File: src/source/coh_pkg.sv
package coh_pkg;

    localparam int ADDR_W = 32;  // Byte address, word aligned
    localparam int DATA_W = 32;  // One word per line

    // MESI line state
    typedef enum logic [1:0] {
        INVALID,
        SHARED,
        EXCLUSIVE,
        MODIFIED
    } mesi_t;

    // Snooping bus transactions
    typedef enum logic [1:0] {
        BUS_RD,    // Read miss
        BUS_RDX,   // Write miss, invalidate others
        BUS_UPGR,  // Write hit in S, invalidate others
        BUS_WB     // Dirty victim to L2
    } bus_op_t;

endpackage

File: src/source/coherence_unit.sv
`timescale 1ns/1ps

module coherence_unit (
    input  logic                       CLK,
    input  logic                       rst_n,
    input  logic                       ren,
    input  logic                       wen,
    input  logic [coh_pkg::ADDR_W-1:0] addr,
    input  logic [coh_pkg::DATA_W-1:0] wdata,
    input  logic                       hit,
    input  coh_pkg::mesi_t             line_state,
    input  logic                       victim_dirty,
    input  logic [coh_pkg::ADDR_W-1:0] victim_addr,
    input  logic [coh_pkg::DATA_W-1:0] victim_data,
    output logic                       unit_done,
    output logic                       fill_we,
    output coh_pkg::mesi_t             fill_state,
    output logic [coh_pkg::DATA_W-1:0] fill_data,
    output logic                       state_we,
    output coh_pkg::mesi_t             new_state,
    output logic                       bus_req,
    output coh_pkg::bus_op_t           bus_op,
    output logic [coh_pkg::ADDR_W-1:0] bus_addr,
    output logic [coh_pkg::DATA_W-1:0] bus_wdata,
    input  logic                       bus_done,
    input  logic [coh_pkg::DATA_W-1:0] bus_rdata,
    input  logic                       bus_exclusive
);

    typedef enum logic [2:0] {
        IDLE,
        WB_REQ,     // Dirty victim out first
        FILL_REQ,
        UPGR_REQ,
        COMPLETE    // Line installed, release the core
    } state_t;

    state_t state, next;

    always_comb begin
        next = state;
        case (state)
            IDLE: begin
                if ((ren || wen) && !hit)
                    next = victim_dirty ? WB_REQ : FILL_REQ;
                else if (wen && hit && (line_state == coh_pkg::SHARED))
                    next = UPGR_REQ;
            end
            WB_REQ:   if (bus_done) next = FILL_REQ;
            FILL_REQ: if (bus_done) next = COMPLETE;
            UPGR_REQ: if (bus_done) next = COMPLETE;
            default:  next = IDLE;
        endcase
    end

    always_ff @(posedge CLK or negedge rst_n) begin
        if (!rst_n)
            state <= IDLE;
        else
            state <= next;
    end

    // Request held until bus_done
    assign bus_req   = (state == WB_REQ) || (state == FILL_REQ) || (state == UPGR_REQ);
    assign bus_addr  = (state == WB_REQ) ? victim_addr : addr;
    assign bus_wdata = victim_data;

    always_comb begin
        case (state)
            WB_REQ:   bus_op = coh_pkg::BUS_WB;
            UPGR_REQ: bus_op = coh_pkg::BUS_UPGR;
            default:  bus_op = wen ? coh_pkg::BUS_RDX : coh_pkg::BUS_RD;
        endcase
    end

    // Upgrade lost its S copy while waiting, so take the returned word instead
    assign fill_we   = bus_done && ((state == FILL_REQ) || ((state == UPGR_REQ) && !hit));
    assign state_we  = bus_done && (state == UPGR_REQ) && hit;
    assign new_state = coh_pkg::MODIFIED;

    always_comb begin
        if (wen)
            fill_state = coh_pkg::MODIFIED;
        else if (bus_exclusive)
            fill_state = coh_pkg::EXCLUSIVE;   // No other copy
        else
            fill_state = coh_pkg::SHARED;
    end

    assign fill_data = wen ? wdata : bus_rdata;  // Whole word, so write merges trivially
    assign unit_done = (state == COMPLETE);

endmodule

File: config.mk
export PLATFORM = sky130hd
export DESIGN_NAME = coherence_unit
export DESIGN_NICKNAME = d
export VERILOG_FILES = /design/src/source/coh_pkg.sv /design/src/source/coherence_unit.sv
export SDC_FILE = /design/constraint.sdc
export NUM_CORES = 1
export LEC_CHECK = 0
export BUFFER_PORTS_ARGS = -buffer_cell sky130_fd_sc_hd__buf_2
export CORE_AREA = 4 4 104 106
export DETAILED_ROUTE_END_ITERATION = 12
export DIE_AREA = 0 0 108 110
export PLACE_DENSITY = 0.58
export SYNTH_ARGS = -nofsm -noshare
export SYNTH_HDL_FRONTEND = slang
export SYNTH_SLANG_ARGS = --single-unit
File: constraint.sdc
create_clock -name CLK -period 4.09 [get_ports CLK]
set_input_delay 0.2045 -clock CLK [delete_from_list [all_inputs] [get_ports CLK]]
set_output_delay 0.2045 -clock CLK [all_outputs]
set_load 0.01 [all_outputs]
== After elaboration in Yosys (flattened, before gate mapping) ==
Index checks and enable logic that the tools add are counted.
Storage, ports and cells
  output and inout port bits: 106
  register bits after elaboration: 3
Operators by class
  multiplexer cells: 12
  eq/ne operators: 8
  reduce and logical (&&, ||, !) cells: 15
Operators by type and width (count)
  two-way mux 32 bit: 2
  two-way mux 3 bit: 4
  case mux 3 bit (3 select lines): 1
  logical AND 1 bit: 7
  == test 3 x 2 -> 1 bit, second input constant: 2
  two-way mux 2 bit: 3
  logical OR 1 bit: 4
  case mux 2 bit (2 select lines): 1
  == test 3 x 1 -> 1 bit, second input constant: 1
  == test 3 bit, second input constant: 1
  logical NOT 3 bit: 1
  != test 3 bit, second input constant: 1
  AND reduction 3 bit: 1
  == test 2 x 1 -> 1 bit, second input constant: 1
  != test 2 x 1 -> 1 bit, second input constant: 1
  != test 2 bit, second input constant: 1
  OR reduction 2 bit: 1
  logical NOT 1 bit: 1
  two-way mux 1 bit: 1

== Depth between registers and ports, before layout ==
  depth in word-level cells: 5
  gate-level depth with buffers: 5

== Least setup slack after synthesis ==
Ideal clock, no wire load.
  kind: register -> output
  from: register state[2]
  to: output bus_addr[10] (netlist bit)
  setup slack: 2624 ps
  arrival: 1262 ps
  buffers on the path: 2
  data required time: 3885 ps
  cell stages (with the launch flop): 6
  cells stage by stage: dfrtp_1 > nor2_1 > and2_4 > buf_6 > buf_12 > mux2_4
On the way
  longest elaborated chain between the ends: 2
RTL lines
  start, declared: line coherence_unit.sv:38  | state_t state, next;
  start signal, assigned: line coherence_unit.sv:60  | state <= next;
  == test 3 x 1 -> 1 bit: line coherence_unit.sv:65  | assign bus_addr = (state == WB_REQ) ? victim_addr : addr;
  two-way mux 32 bit: line coherence_unit.sv:65
  end, declared: line coherence_unit.sv:23  | output logic [coh_pkg::ADDR_W-1:0] bus_addr,
No other way between the ends.

== Final worst setup path ==
  from: register state[2]
  to: output bus_addr[1] (netlist bit)
Same word-level chain as after synthesis.

==> metrics.cfg <==
[synth]
synth-seq-area-share_pct = 5.31
syn_area_um2 = 1420
synth_area_leaders = mux2_4 (31%), mux2_2 (28%), buf_4 (18%)
synth_seq_cells = 3
yosysTopAreaCellShare_pct = 30.8
synth_cells = 137
yosysUniqueCellTypes = 27
synth_warnings = 0
yosys.area.top_type = mux2_4
synth_area_per_cell_um2 = 10.3

[job]
maxCapViolCount = 0

[clock_network]
cts_buffers = 3
clkLatencyLatePin_ps = 210
clk_transition_reported_paths_ps = 30
cts_tree = yes
root_buffer = clkbuf_8
cts_resized = 0
cts.sinks = 3
cts_setup_buffers = 0
clockBufferDepth = 2
htree_levels = 1

[floorplanning]
die_h_um = 110
coreArea_um2 = 9770
dieArea_um2 = 11900
io_pins = 276
rows = 36
start_util_pct = 14.5
die_w_um = 108

[timing]
fin_worst_skew_ps = 1.46
fin_crit_ps = 2090
finalCritPeriodShare_pct = 51.2
finalHoldViolCount = 0
setup_viol = 0
finalSetupTns_ps = 0
drv_slew = 0
relSlewSlack_pct = 49.9
grt_setup_unrepaired = no
tightest_slew_ps = 751
fmax_ghz = 0.478

[power]
p_total_mw = 0.673
power.density_nw_per_um2 = 288
ir_drop_v = 0.000117
power_leakage_nw = 1.32

[detailed_routing]
dr.pass1.iters = 4
viasPerCell = 3.82
drt_iter0_drc = 51
vias = 1687
drtAntennaViolNets = 0
wl_per_cell_um = 13.6
drcViolationCount = 0
wl_um = 6000

[setup_path]
cp_max_fo = 33
cp-end-kind = primary output
startpoint_type = register
cp_data_required_time_ps = 3890
crit_type = register to primary output
worst_ep_arrival_time_ps = 1890

[final_layout]
top_regs = state x3
antenna_cells = 0
drive_gt1_share_pct = 90.3
largest_reg_flops = 3
final_common_cell = buf_2
nets = 480
top_register = state
fillCellCount = 1094
syn_to_final_growth_pct = 65.0
final_cell_mix = buf_2 (209), mux2_2 (35), mux2_4 (29)

[placed_design]
io_buffers = 209
gp_congestion = 0.714
place_hpwl_um = 5470

[global_routing]
grt-ovfl-total = 0
grt_pass1_vias = 1648
grt_pass1_wl_um = 7780
grtUsageTotal_pct = 8.29
grt_max_degree = 38
antenna_found_initial = 0

[worst_hold_path]
hold_path.class = input port to register

[outcome]
run_status = complete, no violations

==> synthesized netlist by cell type <==
cell,instances
buf_12,3
and2_4,1
dfrtp_1,3
nand3b_1,1
clkbuf_2,1
buf_6,1
o21ba_2,1
o211ai_1,1
and3_1,1
nand2b_1,2
or2_2,1
and4b_1,1
nor3_1,1
nand2_1,2
buf_4,34
nand3_1,1
buf_2,4
nor2_1,4
and2_1,2
a21o_1,1
conb_1,1
a21oi_1,2
mux2_2,35
o221ai_1,1
mux2_4,29
nor3b_1,1
inv_1,2
==> what timing repair did <==
item,in CTS,in global routing
hold buffers,1,0
setup endpoints to repair,0,0
endpoints found under the hold margin,3,0
==> per-stage QoR <==
stage / hold WS, ps / util [%] / setup slack [ps] / cell area [µm²] / instances
after CTS: 259 / 23.9 / 1960 / 2330 / 442
after floorplan: -91.1 / - / 2620 / 1420 / 138
final: 260 / 23.9 / 2000 / 2330 / 442
after global placement: 0.246 / 23.3 / 2260 / 2280 / 437
after detailed placement: 0.542 / 23.3 / 2210 / 2280 / 437
after global routing: 276 / 23.9 / 1890 / 2330 / 442
==> power by group <==
part	internal [mW]	switching, mW
combinational	0.294	0.236
clock	0.0664	0.0186
sequential	0.0402	0.0175
==> kinds of logic (layout without fill, tap and decap cells) <==
group	after synthesis	after routing	synth area share, %
compound gates	6	6	3.10
buf+inv	45	216	25.4
flops	3	3	5.30
mux	64	64	58.6
other cells	1	2	0.265
simple gates	18	18	7.34
==> worst paths after layout <==
check                          from           to  slack, ps  cells past startpoint
setup / recovery           state[2]  bus_addr[1]       2000                      4
hold / removal             bus_done     state[0]        260                      2
max in group asynchronous     rst_n     state[0]       3670                      2
hold reg to reg            state[1]     state[1]        640                      3
min in group asynchronous     rst_n     state[2]        320                      2
setup reg to reg           state[2]     state[0]       3040                      3
==> final cells by class <==
cell class / instances / area, µm² / area share, %
multi-input cells: 90 / 985 / 42.2
well taps: 133 / 166 / 7.13
flip-flops and latches: 3 / 75.1 / 3.22
clock buffers: 4 / 45.0 / 1.93
inverters: 2 / 7.51 / 0.322
repair buffers: 210 / 1060 / 45.2
==> worst max-delay path: stages, from the launching register on <==
cell and delay (ps):
dfrtp_1 420, nor2_1 160, and2_4 530, mux2_2 400
buf_2 140
==> routing by layer <==
| metal | routed length (µm) | up-vias | share of wire (%) | GRT usage, % |
|---|---|---|---|---|
| met5 | 0 | - | 0 | 0 |
| met4 | 19 | 0 | 0.32 | 1.62 |
| met3 | 1160 | 2 | 19 | 4.31 |
| met2 | 2860 | 176 | 48 | 15.5 |
| met1 | 1960 | 723 | 33 | 8.21 |
| li1 | - | 786 | - | - |
Power figures use the tool's default switching activity.
