<file path="config.mk">
export PLATFORM = sky130hd
export DESIGN_NAME = bus_ctrl
export DESIGN_NICKNAME = d
export VERILOG_FILES = /design/src/source/coh_pkg.sv /design/src/source/bus_ctrl.sv
export SDC_FILE = /design/constraint.sdc
export NUM_CORES = 1
export LEC_CHECK = 0
export ABC_AREA = 1
export CORE_AREA = 10 10 135 137
export CTS_CLUSTER_DIAMETER = 200
export DETAILED_ROUTE_END_ITERATION = 8
export DIE_AREA = 0 0 145 147
export DONT_BUFFER_PORTS = 1
export PLACE_DENSITY = 0.61
export SLEW_MARGIN = 5
export SYNTH_ARGS = -nofsm -noshare
export SYNTH_HDL_FRONTEND = slang
export SYNTH_SLANG_ARGS = --single-unit
</file>
<file path="constraint.sdc">
create_clock -name CLK -period 2.5 [get_ports CLK]
set_input_delay 0.25 -clock CLK [delete_from_list [all_inputs] [get_ports CLK]]
set_output_delay 0.25 -clock CLK [all_outputs]
set_load 0.005 [all_outputs]
</file>
<file path="src/source/coh_pkg.sv">
package coh_pkg;

    localparam int ADDR_W = 32;  // Byte address, word aligned
    localparam int DATA_W = 32;  // One word per line

    // MESI line state
    typedef enum logic [1:0] {
        INVALID,
        SHARED,
        EXCLUSIVE,
        MODIFIED
    } mesi_t;

    // Snooping bus transactions
    typedef enum logic [1:0] {
        BUS_RD,    // Read miss
        BUS_RDX,   // Write miss, invalidate others
        BUS_UPGR,  // Write hit in S, invalidate others
        BUS_WB     // Dirty victim to L2
    } bus_op_t;

endpackage

</file>
<file path="src/source/bus_ctrl.sv">
`timescale 1ns/1ps

module bus_ctrl #(
    parameter int L2_LATENCY = 3
) (
    input  logic                       CLK,
    input  logic                       rst_n,
    input  logic                       bus_req0,
    input  coh_pkg::bus_op_t           bus_op0,
    input  logic [coh_pkg::ADDR_W-1:0] bus_addr0,
    input  logic [coh_pkg::DATA_W-1:0] bus_wdata0,
    input  logic                       bus_req1,
    input  coh_pkg::bus_op_t           bus_op1,
    input  logic [coh_pkg::ADDR_W-1:0] bus_addr1,
    input  logic [coh_pkg::DATA_W-1:0] bus_wdata1,
    output logic                       bus_done0,
    output logic                       bus_done1,
    output logic [coh_pkg::DATA_W-1:0] bus_rdata,
    output logic                       bus_exclusive,
    output logic                       snoop_valid0,
    output logic                       snoop_valid1,
    output logic [coh_pkg::ADDR_W-1:0] snoop_addr,
    output coh_pkg::bus_op_t           snoop_op,
    input  logic                       snoop_hit0,
    input  logic                       snoop_dirty0,
    input  logic [coh_pkg::DATA_W-1:0] snoop_data0,
    input  logic                       snoop_hit1,
    input  logic                       snoop_dirty1,
    input  logic [coh_pkg::DATA_W-1:0] snoop_data1,
    output logic                       mem_ren,
    output logic                       mem_wen,
    output logic [coh_pkg::ADDR_W-1:0] mem_addr,
    output logic [coh_pkg::DATA_W-1:0] mem_wdata,
    input  logic [coh_pkg::DATA_W-1:0] mem_rdata,
    input  logic                       mem_ready
);

    typedef enum logic [2:0] {
        IDLE,
        GRANT,
        SNOOP,
        READ_L2,
        WRITE_L2,   // Writeback or dirty snoop copy, done here
        RESPOND
    } state_t;

    state_t state, next;

    logic                       gnt;       // Core being served, also the round-robin pointer
    logic                       pick;
    logic                       shared_q;  // Other cache held the line
    coh_pkg::bus_op_t           op_q;
    logic [coh_pkg::ADDR_W-1:0] addr_q;
    logic [coh_pkg::DATA_W-1:0] data_q;
    logic                       s_hit;
    logic                       s_dirty;
    logic [coh_pkg::DATA_W-1:0] s_data;
    logic                       done;

    // Tie goes to the core not served last
    assign pick = (bus_req0 && bus_req1) ? ~gnt : bus_req1;

    // Snoop answer from the non-granted cache
    assign s_hit   = gnt ? snoop_hit0   : snoop_hit1;
    assign s_dirty = gnt ? snoop_dirty0 : snoop_dirty1;
    assign s_data  = gnt ? snoop_data0  : snoop_data1;

    always_comb begin
        next = state;
        case (state)
            IDLE:     if (bus_req0 || bus_req1) next = GRANT;
            GRANT:    next = (op_q == coh_pkg::BUS_WB) ? WRITE_L2 : SNOOP;
            SNOOP:    next = s_dirty ? WRITE_L2 : READ_L2;
            READ_L2:  if (mem_ready) next = RESPOND;
            default:  next = IDLE;
        endcase
    end

    always_ff @(posedge CLK or negedge rst_n) begin
        if (!rst_n) begin
            state    <= IDLE;
            gnt      <= 1'b1;    // Core 0 wins the first tie
            shared_q <= 1'b0;
        end else begin
            state <= next;
            if (state == IDLE && (bus_req0 || bus_req1))
                gnt <= pick;
            if (state == SNOOP)
                shared_q <= s_hit;
        end
    end

    // Transaction payload
    always_ff @(posedge CLK) begin
        if (state == IDLE) begin
            op_q   <= pick ? bus_op1    : bus_op0;
            addr_q <= pick ? bus_addr1  : bus_addr0;
            data_q <= pick ? bus_wdata1 : bus_wdata0;
        end else if (state == SNOOP && s_dirty) begin
            data_q <= s_data;                 // Cache to cache, also written to L2
        end else if (state == READ_L2 && mem_ready) begin
            data_q <= mem_rdata;
        end
    end

    assign done      = (state == WRITE_L2) || (state == RESPOND);
    assign bus_done0 = done && !gnt;
    assign bus_done1 = done && gnt;
    assign bus_rdata = data_q;
    assign bus_exclusive = !shared_q;

    assign snoop_valid0 = (state == SNOOP) && gnt;
    assign snoop_valid1 = (state == SNOOP) && !gnt;
    assign snoop_addr   = addr_q;
    assign snoop_op     = op_q;

    // Clean snoop, so L2 supplies the word; UPGR too, in case our S copy was lost
    assign mem_ren   = (state == SNOOP) && !s_dirty;
    assign mem_wen   = (state == WRITE_L2);
    assign mem_addr  = addr_q;
    assign mem_wdata = data_q;

endmodule

</file>
-- After elaboration in Yosys (flattened, before gate mapping)
Cells that the tools add are included.
- bitwise gates (word level): 1
- eq/ne operators: 8
- mux-type cells: 15
- reduce and logical (&&, ||, !) cells: 17
- operators by type and width (operator ; number):
    $mux W32 ; 6
    $mux W3 ; 4
    $pmux W3 S4 ; 1
    $logic_and A1 B1 Y1 ; 9
    $eq A3 B2 Y1 const B ; 2
    $eq A3 B3 Y1 const B ; 2
    $eq A3 B1 Y1 const B ; 1
    $logic_not A1 Y1 ; 3
    $logic_not A3 Y1 ; 1
    $mux W1 ; 3
    $reduce_bool A3 Y1 ; 1
    $eq A2 B2 Y1 const B ; 1
    $logic_or A1 B1 Y1 ; 2
    $mux W2 ; 1
    $ne A2 B1 Y1 const B ; 1
    $ne A2 B2 Y1 const B ; 1
    $reduce_and A2 Y1 ; 1
    $not A1 Y1 ; 1
- bits in registers: 71
- word-level logic and storage cells: 47

-- Logic depth before layout (Yosys ltp)
- word-level depth: 5
- gate-level depth with buffers: 8
- depth with buffers taken out: 8

-- Worst setup path after synthesis
No wires, ideal clock.
- kind: flip-flop to flip-flop
- start: reg state[0]
- end: reg data_q (netlist bit bus_rdata[0]), enable pin
- arrival: 2.213 ns
- data required time: 2.069 ns
- setup time: 0.431 ns
- stages on the path, launching flop included: 3
- slack: -0.144 ns
- cells stage by stage: dfrtp_1 nand3_1 o211ai_1
- longest elaborated chain between the ends: 3
- RTL lines (item ; line ; source):
    from (decl) ; bus_ctrl.sv:47 ; state_t state, next;
    from (signal assigned) ; bus_ctrl.sv:85 ; state <= next;
    $eq A3 B2 Y1 (on tied branches) ; bus_ctrl.sv:99, bus_ctrl.sv:101 ;
    $logic_and A1 B1 Y1 (on tied branches) ; bus_ctrl.sv:99, bus_ctrl.sv:101 ;
    $reduce_bool A3 Y1 (no line) (*) ; -- ;
    to (signal assigned) ; bus_ctrl.sv:98 ; data_q <= pick ? bus_wdata1 : bus_wdata0;
    to (signal assigned) ; bus_ctrl.sv:100 ; data_q <= s_data;
    to (signal assigned) ; bus_ctrl.sv:102 ; data_q <= mem_rdata;
    to (decl) ; bus_ctrl.sv:54 ; logic [coh_pkg::DATA_W-1:0] data_q;
Mark *: on every way between the ends. The rest lies on a longest branch, timed or not.
A chain may end at the register's enable or synchronous reset.

-- Worst setup path in the final report
- start: reg gnt
- end: out mem_ren
- longest elaborated chain between the ends: 3
- RTL lines (item ; line ; source):
    from (decl) ; bus_ctrl.sv:49 ; logic gnt;
    from (signal assigned) ; bus_ctrl.sv:87 ; gnt <= pick;
    $mux W1 ; bus_ctrl.sv:65 ; assign s_dirty = gnt ? snoop_dirty0 : snoop_dirty1;
    $logic_not A1 Y1 ; bus_ctrl.sv:118 ; assign mem_ren = (state == SNOOP) && !s_dirty;
    $logic_and A1 B1 Y1 ; bus_ctrl.sv:118 ;
    to (decl) ; bus_ctrl.sv:30 ; output logic mem_ren,
No other way between the ends.

==> qor.yml <==
detailed_routing:
  dr.pass1.iters: 5
  viasPerCell: 4.69
  first_iter_violations: 184
  post_drt_wl_per_cell_um: 20.8
  drt-total-wl_um: 17100
  route.vias.total: 3858
  route.detailed.drc: 0
  final_antenna_net_count: 0
yosys:
  synthCells: 672
  ys_seq_area_share_pct: 41.0
  ys_ff_latch: 71
  yosys.area.top_type: "edfxtp_1"
  syn_avg_cell_area_sq_um: 7.66
  synthesis.nets: 909
  synth_warnings: 0
  synth_area_leaders: "edfxtp_1 (39%), nand2_1 (13%), buf_4 (11%)"
  synth_cell_type_count: 23
  yosys.area.top_type_share_pct: 38.5
  syn-cell-area_sq_um: 5150
sta:
  layout_min_cycle_time_ns: 1.88
  worstMarginPinSlew_ns: 0.552
  slew_violations: 0
  fin_skew_ns: 0.0114
  setup_tns_ns: 0
  finalSetupViolCount: 0
  rsz0062_at_grt: "no"
  hold_violations: 0
  relSlewSlack_pct: 63.2
  fmax_mhz: 531
  fin_crit_sh_pct: 75.3
critical_path:
  cp_max_fo: 11
  crit_slowest_cell: "dfstp_2"
  worstSetupEndpointType: "output port"
  crit_path_start_kind: "flop"
  required_ns: 2.25
  crit_type: "flop to output port"
  crit_chain: "nand2_1, nand2_2, buf_4, inv_1, nand2_1, inv_1"
  crit_arrival_ns: 1.63
  cp_slowest_stage_delay_ns: 0.63
power:
  switching_power_mw: 2.80
  total_power_mw: 6.36
  power.internal_mw: 3.56
  ir_drop_mv: 0.563
  power.leakage_nw: 2.60
  clkPwrFrac_pct: 20.0
  powerDensity_nw_per_um2: 1230
  p_sw_share_pct: 44.0
  seq_power_share_pct: 44.0
  comb_power_share_pct: 36.0
clock_network:
  htree_levels: 3
  cts.path.max_buffers: 2
  postCtsResizedCells: 0
  cts_tree: "yes"
  cts_buffers: 9
  cts_setup_buffers: 0
  cts_sinks: 71
  cts_root_buf: "clkbuf_16"
  cts.reportedPaths.clkPinSlew_ns: 0.06
  ctsHoldBuffers: 1
  clk_latency_ns: 0.35
grt:
  first_global_vias: 4177
  grt-ovfl-total: 0
  grt_use_total_pct: 15.3
  antenna_found_initial: 0
  grt_max_degree: 100
  grt_pass1_wl_um: 25000
placed_design:
  hpwl_um: 13800
  dpl_cell_area_sq_um: 4860
  io_buffers: 0
  gp_congestion: 0.773
  dp_cells: 805
finish:
  layout.nets: 838
  layout_commonest_cell: "nand2_1"
  fin_util_pct: 33.0
  final_cells: 822
  num_antenna_cells: 0
  area_delta_synth_final_pct: 0.146
  layout_common_cells: "nand2_1 (176), inv_1 (134), nand3_1 (68), edfxtp_1 (66), mux2_2 (34)"
  layout-drive-gt1-share_pct: 13.0
  final_area_sq_um: 5150
floorplanning:
  core_area_sq_um: 15600
  die-area_sq_um: 21300
  row_count: 46
  io_pins: 374
  die_h_um: 147
  die_x_um: 145
  start_util_pct: 33.0
job:
  max_cap_viol_count: 0
status:
  status: "finished clean"
hold_path:
  min_path_type: "input port to flop"
==> final timing paths <==
path | from | endpoint | slack (ns) | cells after the start
worst min-delay path | snoop_hit1 | shared_q$_DFFE_PN0N_ | 0.05 | 2
max in group asynchronous | rst_n | gnt$_DFFE_PN1P_ | 1.98 | 1
worst min register to register | shared_q$_DFFE_PN0N_ | shared_q$_DFFE_PN0N_ | 0.52 | 2
worst max-delay path | gnt$_DFFE_PN1P_ | mem_ren | 0.62 | 6
min in group asynchronous | rst_n | shared_q$_DFFE_PN0N_ | 0.23 | 1
worst max register to register | gnt$_DFFE_PN1P_ | mem_addr[18]$_DFFE_PP_ | 0.65 | 4
==> layer usage <==
layer / share of wire, % / global-route usage, %
met4: 1.8 / 5.67
met5: 0 / 0
met1: 39 / 16.4
met2: 52 / 27.6
met3: 7.4 / 4.76
==> kinds of logic after synthesis <==
logic type	after synthesis	synth area share (%)
compound gates	66	6.47
buf+inv	236	23.5
flops	71	41.0
mux	34	7.44
simple gates	265	21.7
==> sequential cells by signal, summed over array words and instances, names as in the netlist <==
| signal | flops |
|---|---|
| snoop_op | 2 |
| mem_addr | 32 |
| bus_rdata | 32 |
| state | 3 |
| shared_q | 1 |
| gnt | 1 |
==> per-stage QoR <==
step	setup slack (ns)	hold slack, ns
3_5_place_dp	0.649	-0.0452
3_3_place_gp	0.681	-0.0451
6_report	0.617	0.0508
4_1_cts	0.561	0.0366
2_1_floorplan	-0.0704	-0.0456
5_1_grt	0.507	0.0538
==> synth_stat cells <==
master and instances:
nor2_1 12, inv_2 3, clkbuf_1 4, dfrtp_1 4
nand2_1 176, edfxtp_1 66, clkinv_1 1, o21ai_1 3
dfstp_2 1, nor2_4 1, mux2_2 34, buf_1 2
inv_1 135, or2_2 2, o211ai_1 1, nand2_2 3
o21ai_0 30, buf_4 73, buf_2 14, a21oi_1 32
nand3_1 69, buf_6 4, nand2_4 2
==> worst max-delay path: cells and delay by family, from the launching register on <==
kind                   cells  cell delay (ns)
DFF                        1             0.63
buffers and inverters      3             0.35
and+or+nand+nor            3             0.30
==> area by class of cell <==
type	instances	area [sq um]
fill	1666	10400
sequential	71	2110
multi-input combinational	365	1840
inverter	139	522
tap	216	270
clock buffer	9	225
timing repair buffer	15	128
clock inverter	7	63.8
==> power by group through the flow <==
stage	Sequential [mW]	Combinational (mW)	Clock (mW)
2_1_floorplan	2.50	2.46	0
3_3_place_gp	2.85	2.32	0
3_5_place_dp	2.85	2.35	0
4_1_cts	2.84	2.35	1.33
5_1_grt	2.88	2.62	1.36
6_report	2.80	2.29	1.27
Note: power is estimated with default switching activity, not from simulation.
