**src/source/coh_pkg.sv**
```systemverilog
package coh_pkg;

    localparam int ADDR_W = 32;  // Byte address, word aligned
    localparam int DATA_W = 32;  // One word per line

    // MESI line state
    typedef enum logic [1:0] {
        INVALID,
        SHARED,
        EXCLUSIVE,
        MODIFIED
    } mesi_t;

    // Snooping bus transactions
    typedef enum logic [1:0] {
        BUS_RD,    // Read miss
        BUS_RDX,   // Write miss, invalidate others
        BUS_UPGR,  // Write hit in S, invalidate others
        BUS_WB     // Dirty victim to L2
    } bus_op_t;

endpackage

```
**src/source/l1_dcache.sv**
```systemverilog
`timescale 1ns/1ps

module l1_dcache #(
    parameter int SETS = 8
) (
    input  logic                       CLK,
    input  logic                       rst_n,
    input  logic                       ren,
    input  logic                       wen,
    input  logic [coh_pkg::ADDR_W-1:0] addr,
    input  logic [coh_pkg::DATA_W-1:0] wdata,
    output logic [coh_pkg::DATA_W-1:0] rdata,
    output logic                       busy,
    output logic                       hit,
    output coh_pkg::mesi_t             line_state,
    output logic                       victim_dirty,
    output logic [coh_pkg::ADDR_W-1:0] victim_addr,
    output logic [coh_pkg::DATA_W-1:0] victim_data,
    input  logic                       unit_done,
    input  logic                       fill_we,
    input  coh_pkg::mesi_t             fill_state,
    input  logic [coh_pkg::DATA_W-1:0] fill_data,
    input  logic                       state_we,
    input  coh_pkg::mesi_t             new_state,
    input  logic                       snoop_valid,
    input  logic [coh_pkg::ADDR_W-1:0] snoop_addr,
    input  coh_pkg::bus_op_t           snoop_op,
    output logic                       snoop_hit,
    output logic                       snoop_dirty,
    output logic [coh_pkg::DATA_W-1:0] snoop_data
);

    localparam int IDX_W = $clog2(SETS);
    localparam int TAG_W = coh_pkg::ADDR_W - IDX_W - 2;

    logic [TAG_W-1:0]           tag_arr   [SETS];
    logic [coh_pkg::DATA_W-1:0] data_arr  [SETS];
    coh_pkg::mesi_t             state_arr [SETS];

    logic [IDX_W-1:0] idx;
    logic [IDX_W-1:0] snp_idx;
    logic [TAG_W-1:0] tag;
    logic [TAG_W-1:0] snp_tag;
    coh_pkg::mesi_t   cur_state;
    coh_pkg::mesi_t   snp_state;
    logic             snoop_conflict;
    logic             serve;           // Access completes from the array this cycle

    // Processor side lookup
    assign idx       = addr[IDX_W+1:2];
    assign tag       = addr[coh_pkg::ADDR_W-1:IDX_W+2];
    assign cur_state = state_arr[idx];
    assign hit       = (cur_state != coh_pkg::INVALID) && (tag_arr[idx] == tag);
    assign line_state = hit ? cur_state : coh_pkg::INVALID;
    assign rdata     = data_arr[idx];

    // Victim is whatever sits at the index, only looked at on a miss
    assign victim_dirty = (cur_state == coh_pkg::MODIFIED);
    assign victim_addr  = {tag_arr[idx], idx, 2'b00};
    assign victim_data  = data_arr[idx];

    // Snoop side lookup
    assign snp_idx     = snoop_addr[IDX_W+1:2];
    assign snp_tag     = snoop_addr[coh_pkg::ADDR_W-1:IDX_W+2];
    assign snp_state   = state_arr[snp_idx];
    assign snoop_hit   = (snp_state != coh_pkg::INVALID) && (tag_arr[snp_idx] == snp_tag);
    assign snoop_dirty = snoop_hit && (snp_state == coh_pkg::MODIFIED);
    assign snoop_data  = data_arr[snp_idx];

    // Snoop to our index wins, the core retries next cycle
    assign snoop_conflict = snoop_valid && (snp_idx == idx);

    // Read hit, or write hit in E/M; write in S needs an upgrade
    assign serve = hit && !snoop_conflict && (ren || (cur_state != coh_pkg::SHARED));
    assign busy  = (ren || wen) && !serve && !unit_done;

    always_ff @(posedge CLK or negedge rst_n) begin
        if (!rst_n) begin
            for (int i = 0; i < SETS; i++) begin
                state_arr[i] <= coh_pkg::INVALID;
            end
        end else begin
            if (snoop_valid && snoop_hit) begin
                if (snoop_op == coh_pkg::BUS_RD)
                    state_arr[snp_idx] <= coh_pkg::SHARED;   // M/E drop to S
                else
                    state_arr[snp_idx] <= coh_pkg::INVALID;  // RDX or UPGR from the other core
            end
            if (fill_we)
                state_arr[idx] <= fill_state;
            else if (state_we)
                state_arr[idx] <= new_state;                 // Upgrade S to M
            else if (serve && wen)
                state_arr[idx] <= coh_pkg::MODIFIED;         // Silent E to M
        end
    end

    always_ff @(posedge CLK) begin
        if (fill_we) begin
            tag_arr[idx]  <= tag;
            data_arr[idx] <= fill_data;
        end else if (serve && wen) begin
            data_arr[idx] <= wdata;
        end
    end

endmodule

```
**config.mk**
```make
export PLATFORM = sky130hd
export DESIGN_NAME = l1_dcache
export DESIGN_NICKNAME = d
export VERILOG_FILES = /design/src/source/coh_pkg.sv /design/src/source/l1_dcache.sv
export SDC_FILE = /design/constraint.sdc
export NUM_CORES = 1
export LEC_CHECK = 0
export BUFFER_PORTS_ARGS = -buffer_cell sky130_fd_sc_hd__buf_2
export CAP_MARGIN = 30
export CORE_MARGIN = 3
export CORE_UTILIZATION = 45
export CTS_CLUSTER_SIZE = 30
export DETAILED_ROUTE_END_ITERATION = 6
export MAX_ROUTING_LAYER = met4
export PLACE_DENSITY_LB_ADDON = 0.08
export SLEW_MARGIN = 20
export SYNTH_ARGS = -nofsm -noshare
export SYNTH_HDL_FRONTEND = slang
export SYNTH_SLANG_ARGS = --single-unit
```
**constraint.sdc**
```tcl
create_clock -name CLK -period 12.65 [get_ports CLK]
set_input_delay 1.265 -clock CLK [delete_from_list [all_inputs] [get_ports CLK]]
set_output_delay 1.265 -clock CLK [all_outputs]
set_load 0.01 [all_outputs]
```
# [Yosys cells after proc, flatten, opt, wreduce, memory -nomap -nowiden]
# Memory sizes are Yosys's and may differ from the RTL's.
# Cells that the tools add are included.
[word_totals] ram_bits=472 n_memories=2 regBits=16
[memory_table] memory="data_arr" words=8 word_bits=32 read_ports=2 rd_ports_with_merged_regs=0 write_ports=1 line_no="l1_dcache.sv:37" text="logic [coh_pkg::DATA_W-1:0] data_arr [SETS];"
[memory_table] memory="tag_arr" words=8 word_bits=27 read_ports=2 rd_ports_with_merged_regs=0 write_ports=1 line_no="l1_dcache.sv:36" text="logic [TAG_W-1:0] tag_arr [SETS];"
[op_classes] n_eq_ne=6 mux=24 magnitude_cmp=4 reduce_logical=20 bitwise=9
[op_table] cell="$mux 16" n=5
[op_table] cell="$eq 27x27->1" n=2
[op_table] cell="$bwmux 16" n=2
[op_table] cell="$mux 32" n=1
[op_table] cell="$and 16x16->16" n=1
[op_table] cell="$not 16->16" n=1
[op_table] cell="$or 16x16->16" n=1
[op_table] cell="$mux 2" n=7
[op_table] cell="$bmux 2 s3" n=2
[op_table] cell="$demux 2 s3" n=2
[op_table] cell="$logic_and 1x1->1" n=12
[op_table] cell="$and 8x8->8" n=1
[op_table] cell="$ge 4x4->1 const B" n=2
[op_table] cell="$lt 4x1->1 const B" n=2
[op_table] cell="$not 3->4" n=2
[op_table] cell="$not 8->8" n=1
[op_table] cell="$or 8x8->8" n=1
[op_table] cell="$mux 1" n=5
[op_table] cell="$eq 2x2->1 const B" n=2
[op_table] cell="$reduce_bool 2->1" n=2
[op_table] cell="$eq 3x3->1" n=1
[op_table] cell="$logic_not 1->1" n=3
[op_table] cell="$logic_not 2->1" n=1
[op_table] cell="$logic_or 1x1->1" n=2
[op_table] cell="2 further kinds" n=2

# [Depth between registers and ports, before layout]
[logic_depth] word_depth=13 mapped_depth=13 mapped_depth_nobuf=9

# [Worst setup path after synthesis]
# No wires, ideal clock.
[synth_path] kind="input-to-reg" start="in addr[2] in the netlist's numbering" end="mem data_arr[0][0] in the netlist's numbering, enable pin" setup_time_ps=461 setup_slack_ps=6533 path_stages=10 required_ps=12189 arrival_time_ps=5656 path_buffers=3 path_cell_list="buf_6 buf_8 buf_4 mux2i_1 a221oi_1 xor2_1 nor4_2 nand4_2 o31a_1 nor3_1"
[synth_between] elab_cells_between_ends=20 cone_classes="eq/ne: 3; mux: 6; bitwise: 2; reduce/logical: 8; memory: 1"
[synth_rtl] element="from (decl)" line_no="l1_dcache.sv:10" text="input logic [coh_pkg::ADDR_W-1:0] addr,"
[synth_rtl] element="$mem_v2 8x27"
[synth_rtl] element="via victim_addr, one bit" line_no="l1_dcache.sv:17" text="output logic [coh_pkg::ADDR_W-1:0] victim_addr,"
[synth_rtl] element="$eq 27x27->1" line_no="l1_dcache.sv:53" text="assign hit = (cur_state != coh_pkg::INVALID) && (tag_arr[idx] == tag);"
[synth_rtl] element="$logic_and 1x1->1" line_no="l1_dcache.sv:53"
[synth_rtl] element="$logic_and 1x1->1 (2 in series)" line_no="l1_dcache.sv:74" text="assign serve = hit && !snoop_conflict && (ren || (cur_state != coh_pkg::SHARED));"
[synth_rtl] element="$logic_and 1x1->1" line_no="l1_dcache.sv:102" text="end else if (serve && wen) begin"
[synth_rtl] element="$mux 1" line_no="l1_dcache.sv:102"
[synth_rtl] element="$mux 1" line_no="l1_dcache.sv:99" text="if (fill_we) begin"
[synth_rtl] element="$mux 1 (implied by the code)" line_no="l1_dcache.sv:103" text="data_arr[idx] <= wdata;"
[synth_rtl] element="$or 1x1->1 (no source line)"
[synth_rtl] element="to (decl)" line_no="l1_dcache.sv:37"
# The timed path passes the listed nets, and every way through them passes these cells. The select of a mux whose other input is x is not followed.

# [Final worst setup path]
[layout_path] start="in snoop_addr[4] in the netlist's numbering" end="out snoop_dirty"
[layout_between] elab_chain_cells=7 elab_cells_between_ends=10 cone_classes="eq/ne: 2; mux: 3; bitwise: 1; reduce/logical: 3; memory: 1"
[layout_rtl] element="from (decl)" line_no="l1_dcache.sv:26" text="input logic [coh_pkg::ADDR_W-1:0] snoop_addr,"
[layout_rtl] element="branches (longest 6 deep; another with $mem_v2 8x27)"
[layout_rtl] element="$logic_and 1x1->1 (*)" line_no="l1_dcache.sv:67" text="assign snoop_dirty = snoop_hit && (snp_state == coh_pkg::MODIFIED);"
[layout_rtl] element="to (decl)" line_no="l1_dcache.sv:29" text="output logic snoop_dirty,"
# Every way passes the cells marked *. The select of a mux whose other input is x is not followed.

==> metrics.yaml <==
run_status:
  run_status: "finished, final reports clean"
clocking:
  clk-insertion-delay-late_ps: 620
  worst_setup_hold_path_clk_slew_ps: 60
  max-clock-path-buffers: 3
  cts-htree-levels: 2
  ctsResizeCount: 0
  cts_tree: "built"
  cts.root.buffer_cell: "clkbuf_16"
  cts-buffers-inserted: 52
  post-cts-setup-buffers: 0
  clock_sink_count: 488
  hold_buffers: 0
yosys:
  synth_top_flop_cell: "edfxtp_1"
  synth_cells: 1613
  synth_area_sq_um: 24060
  yosys_warnings: 0
  syn-mean-instance-area_sq_um: 14.91
  synth_enable_flop_cells: 472
  sequential_area_share_after_synthesis_pct: 60.58
  postSynth.asyncResetShare_pct: 3.279
  yosys.cell_types.count: 74
  register_bit_total_from_synthesis: 488
global_route:
  global_route.usage.total_pct: 27.87
  grt_remaining_overflow: 0
  grt_start_max_net_pins: 66
  grt_pass1_wl_um: 111200
  antenna_found_initial: 3
  number_of_global_route_vias_before_repair: 16470
sta:
  period_needed_ps: 6982
  fin_worst_skew_ps: 22.51
  fmaxAchievable_ghz: 0.1432
  fin_setup_tns_ps: 0
  drv_slew: 0
  timing_worst_slew_pin_value_ps: 1059
  slew_headroom_pct: 29.21
  hold_viol: 0
  setup_violations: 0
  grt_setup_unrepaired: "false"
  final_min_period_over_clock_period_pct: 55.20
min_path:
  worstHoldPathCells: 1
  min-delay-path-class: "flip-flop to flip-flop"
  worstHoldStart: "state_arr[9]"
  end_of_the_worst_hold_path: "state_arr[9]"
detailed_routing:
  vias: 16450
  remaining_drc_errors: 0
  drt_pre_antenna_iters: 5
  drt_wl_total_um: 77070
  wl_per_cell_um: 30.03
  iter_0_drt_violations: 1641
  avgViaCountPerCell: 6.409
  ant_nets: 0
worst_setup_path:
  worst-endpoint-required_ps: 11390
  criticalPathCategory: "primary input to output port"
  cp.arrival_ps: 5720
  reg2regPathDepth: 9
  r2r_slack_ps: 8560
  r2r_start: "tag_arr[5][11]"
  critical_path_peak_fanout: 51
  cp-start-kind: "primary input"
  regToRegEndpoint: "data_arr[0][19]"
  startpoint: "snoop_addr[4]"
  worstSetupEndpointType: "output port"
placement:
  port-buffer-count: 270
  dpl.hpwl_um: 47430
  gp_routability_congestion: 0.8491
  post-place-cells: 2470
die:
  core_region_area_sq_um: 52760
  die_h_um: 237.2
  boundary_pins: 277
  floorplan.die.width_um: 237.2
  initial_core_util_pct: 45.59
  fp.dieArea_sq_um: 56270
  row_count: 84
layout:
  multiInputGateArea_sq_um: 8611
  final_cells: 2566
  fraction_of_layout_cells_with_a_size_suffix_above_1_pct: 31.70
  num-fill-cells: 4428
  finish.net_count: 1980
  sequential_cell_area_sq_um: 14570
  syn2layout_area_growth_pct: 14.16
run:
  max_cap_viol_count: 0
power_and_ir_drop:
  post_layout_power_mw: 3.766
  power_per_cell_area_nw_per_um2: 137.1
  leakagePower_nw: 9.657
  worst_ir_drop_vdd_mv: 0.1137
## registers in the layout (all words and copies together), names as in the netlist
register and count:
data_arr 256, tag_arr 216, state_arr 16
## where the power goes
part,internal (mW),leakage [nW],switching [mW]
registers,1.84,4.49,0.0308
clock network,0.772,0.749,0.631
logic,0.193,4.42,0.302
## per-layer routing
layer	wire [um]	vias to the layer above	global-route usage (%)	part of all wire, %
met3	6068	135	4.154	7.9
met4	1971	0	7.909	2.6
met1	31450	8484	37.06	41
met5	0	-	-	0
met2	37580	840	45.11	49
li1	-	6987	-	-
## Yosys cell counts (all sizes together), types with 3 or more instances
master / count / area, sq um
edfxtp: 472 / 14170
mux2i: 102 / 1021
buf: 99 / 716.9
a22oi: 97 / 733.2
nor2: 88 / 330.3
mux2: 84 / 1066
mux4: 81 / 1824
clkbuf: 54 / 202.7
a221oi: 45 / 394.1
nand2: 41 / 153.9
a21oi: 38 / 190.2
nand3: 37 / 185.2
o21ai: 32 / 160.2
a221o: 30 / 300.3
xnor2: 27 / 236.5
a22o: 26 / 227.7
inv: 24 / 90.09
xor2: 22 / 192.7
nor3: 21 / 105.1
nor2b: 17 / 106.4
dfrtp: 16 / 400.4
nand4: 15 / 100.1
o22ai: 15 / 93.84
a31oi: 13 / 81.33
a211oi: 8 / 60.06
a311oi: 8 / 76.32
and2: 8 / 50.05
nand2b: 8 / 50.05
nor4: 8 / 86.33
o2bb2ai: 8 / 70.07
a32o: 7 / 70.07
and3: 6 / 37.54
nand3b: 5 / 37.54
o211ai: 5 / 37.54
o221ai: 5 / 43.79
o21a: 4 / 30.03
a2111oi: 3 / 27.53
nor4b: 3 / 32.53
or2: 3 / 18.77
## critical path, stage by stage
cell and delay, ps:
buf_6 310, buf_4 710, buf_4 780, mux2_2 410
a22oi_1 190, mux2_2 200, a211oi_1 60, or4_4 520
nor4_4 300, buf_4 300, inv_2 50, a311oi_2 340
buf_2 200
## through the flow
step                      setup slack, ps  area, sq um  utilization [%]  hold slack [ps]
after floorplan                      6533        24060                -            481.6
after global placement               5598        25880            49.04            505.5
after detailed placement             5565        25900            49.09            509.5
after CTS                            5589        27430            51.99            523.2
after global routing                 5405        27460            52.04            546.6
final                                5668        27460            52.05            522.4
## worst max-delay path by stage
stage | cells after the start | endpoint | slack, ps
floorplan | 10 | data_arr[0][0] | 6530
global placement | 12 | snoop_dirty | 5600
detailed placement | 12 | snoop_dirty | 5570
CTS | 12 | snoop_dirty | 5590
global route | 12 | snoop_dirty | 5410
finish | 13 | snoop_dirty | 5670
## cell usage in the layout (no fill, tap or decap), drive strengths merged, types with 22 or more instances in the layout
cell / synthesis / final
edfxtp: 472 / 472
buf: 99 / 323
mux2i: 102 / 102
a22oi: 97 / 97
nor2: 88 / 88
mux2: 84 / 84
mux4: 81 / 81
clkbuf: 54 / 61
a221oi: 45 / 45
nand2: 41 / 41
a21oi: 38 / 38
nand3: 37 / 37
o21ai: 32 / 32
a221o: 30 / 30
clkinv: 1 / 28
xnor2: 27 / 27
a22o: 26 / 26
inv: 24 / 26
xor2: 22 / 22
## layout make-up
| type | instances | area share, % |
|---|---|---|
| multi-input combinational | 948 | 31.36 |
| clock buffer | 61 | 4.861 |
| clock inverter | 32 | 0.7244 |
| tap | 688 | 3.135 |
| inverter | 25 | 0.3417 |
| antenna | 1 | 0.009112 |
| timing repair buffer | 323 | 6.502 |
| sequential | 488 | 53.07 |
## cell families after synthesis
kind of cell | synth area share, %
XOR/XNOR | 1.784
AO/OA/AOI/OAI | 11.35
multiplexers | 16.26
other | 0.01559
flip-flops | 60.58
buffers and inverters | 4.213
AND/OR/NAND/NOR | 5.789
No activity file was read; power rests on OpenSTA's default activity.
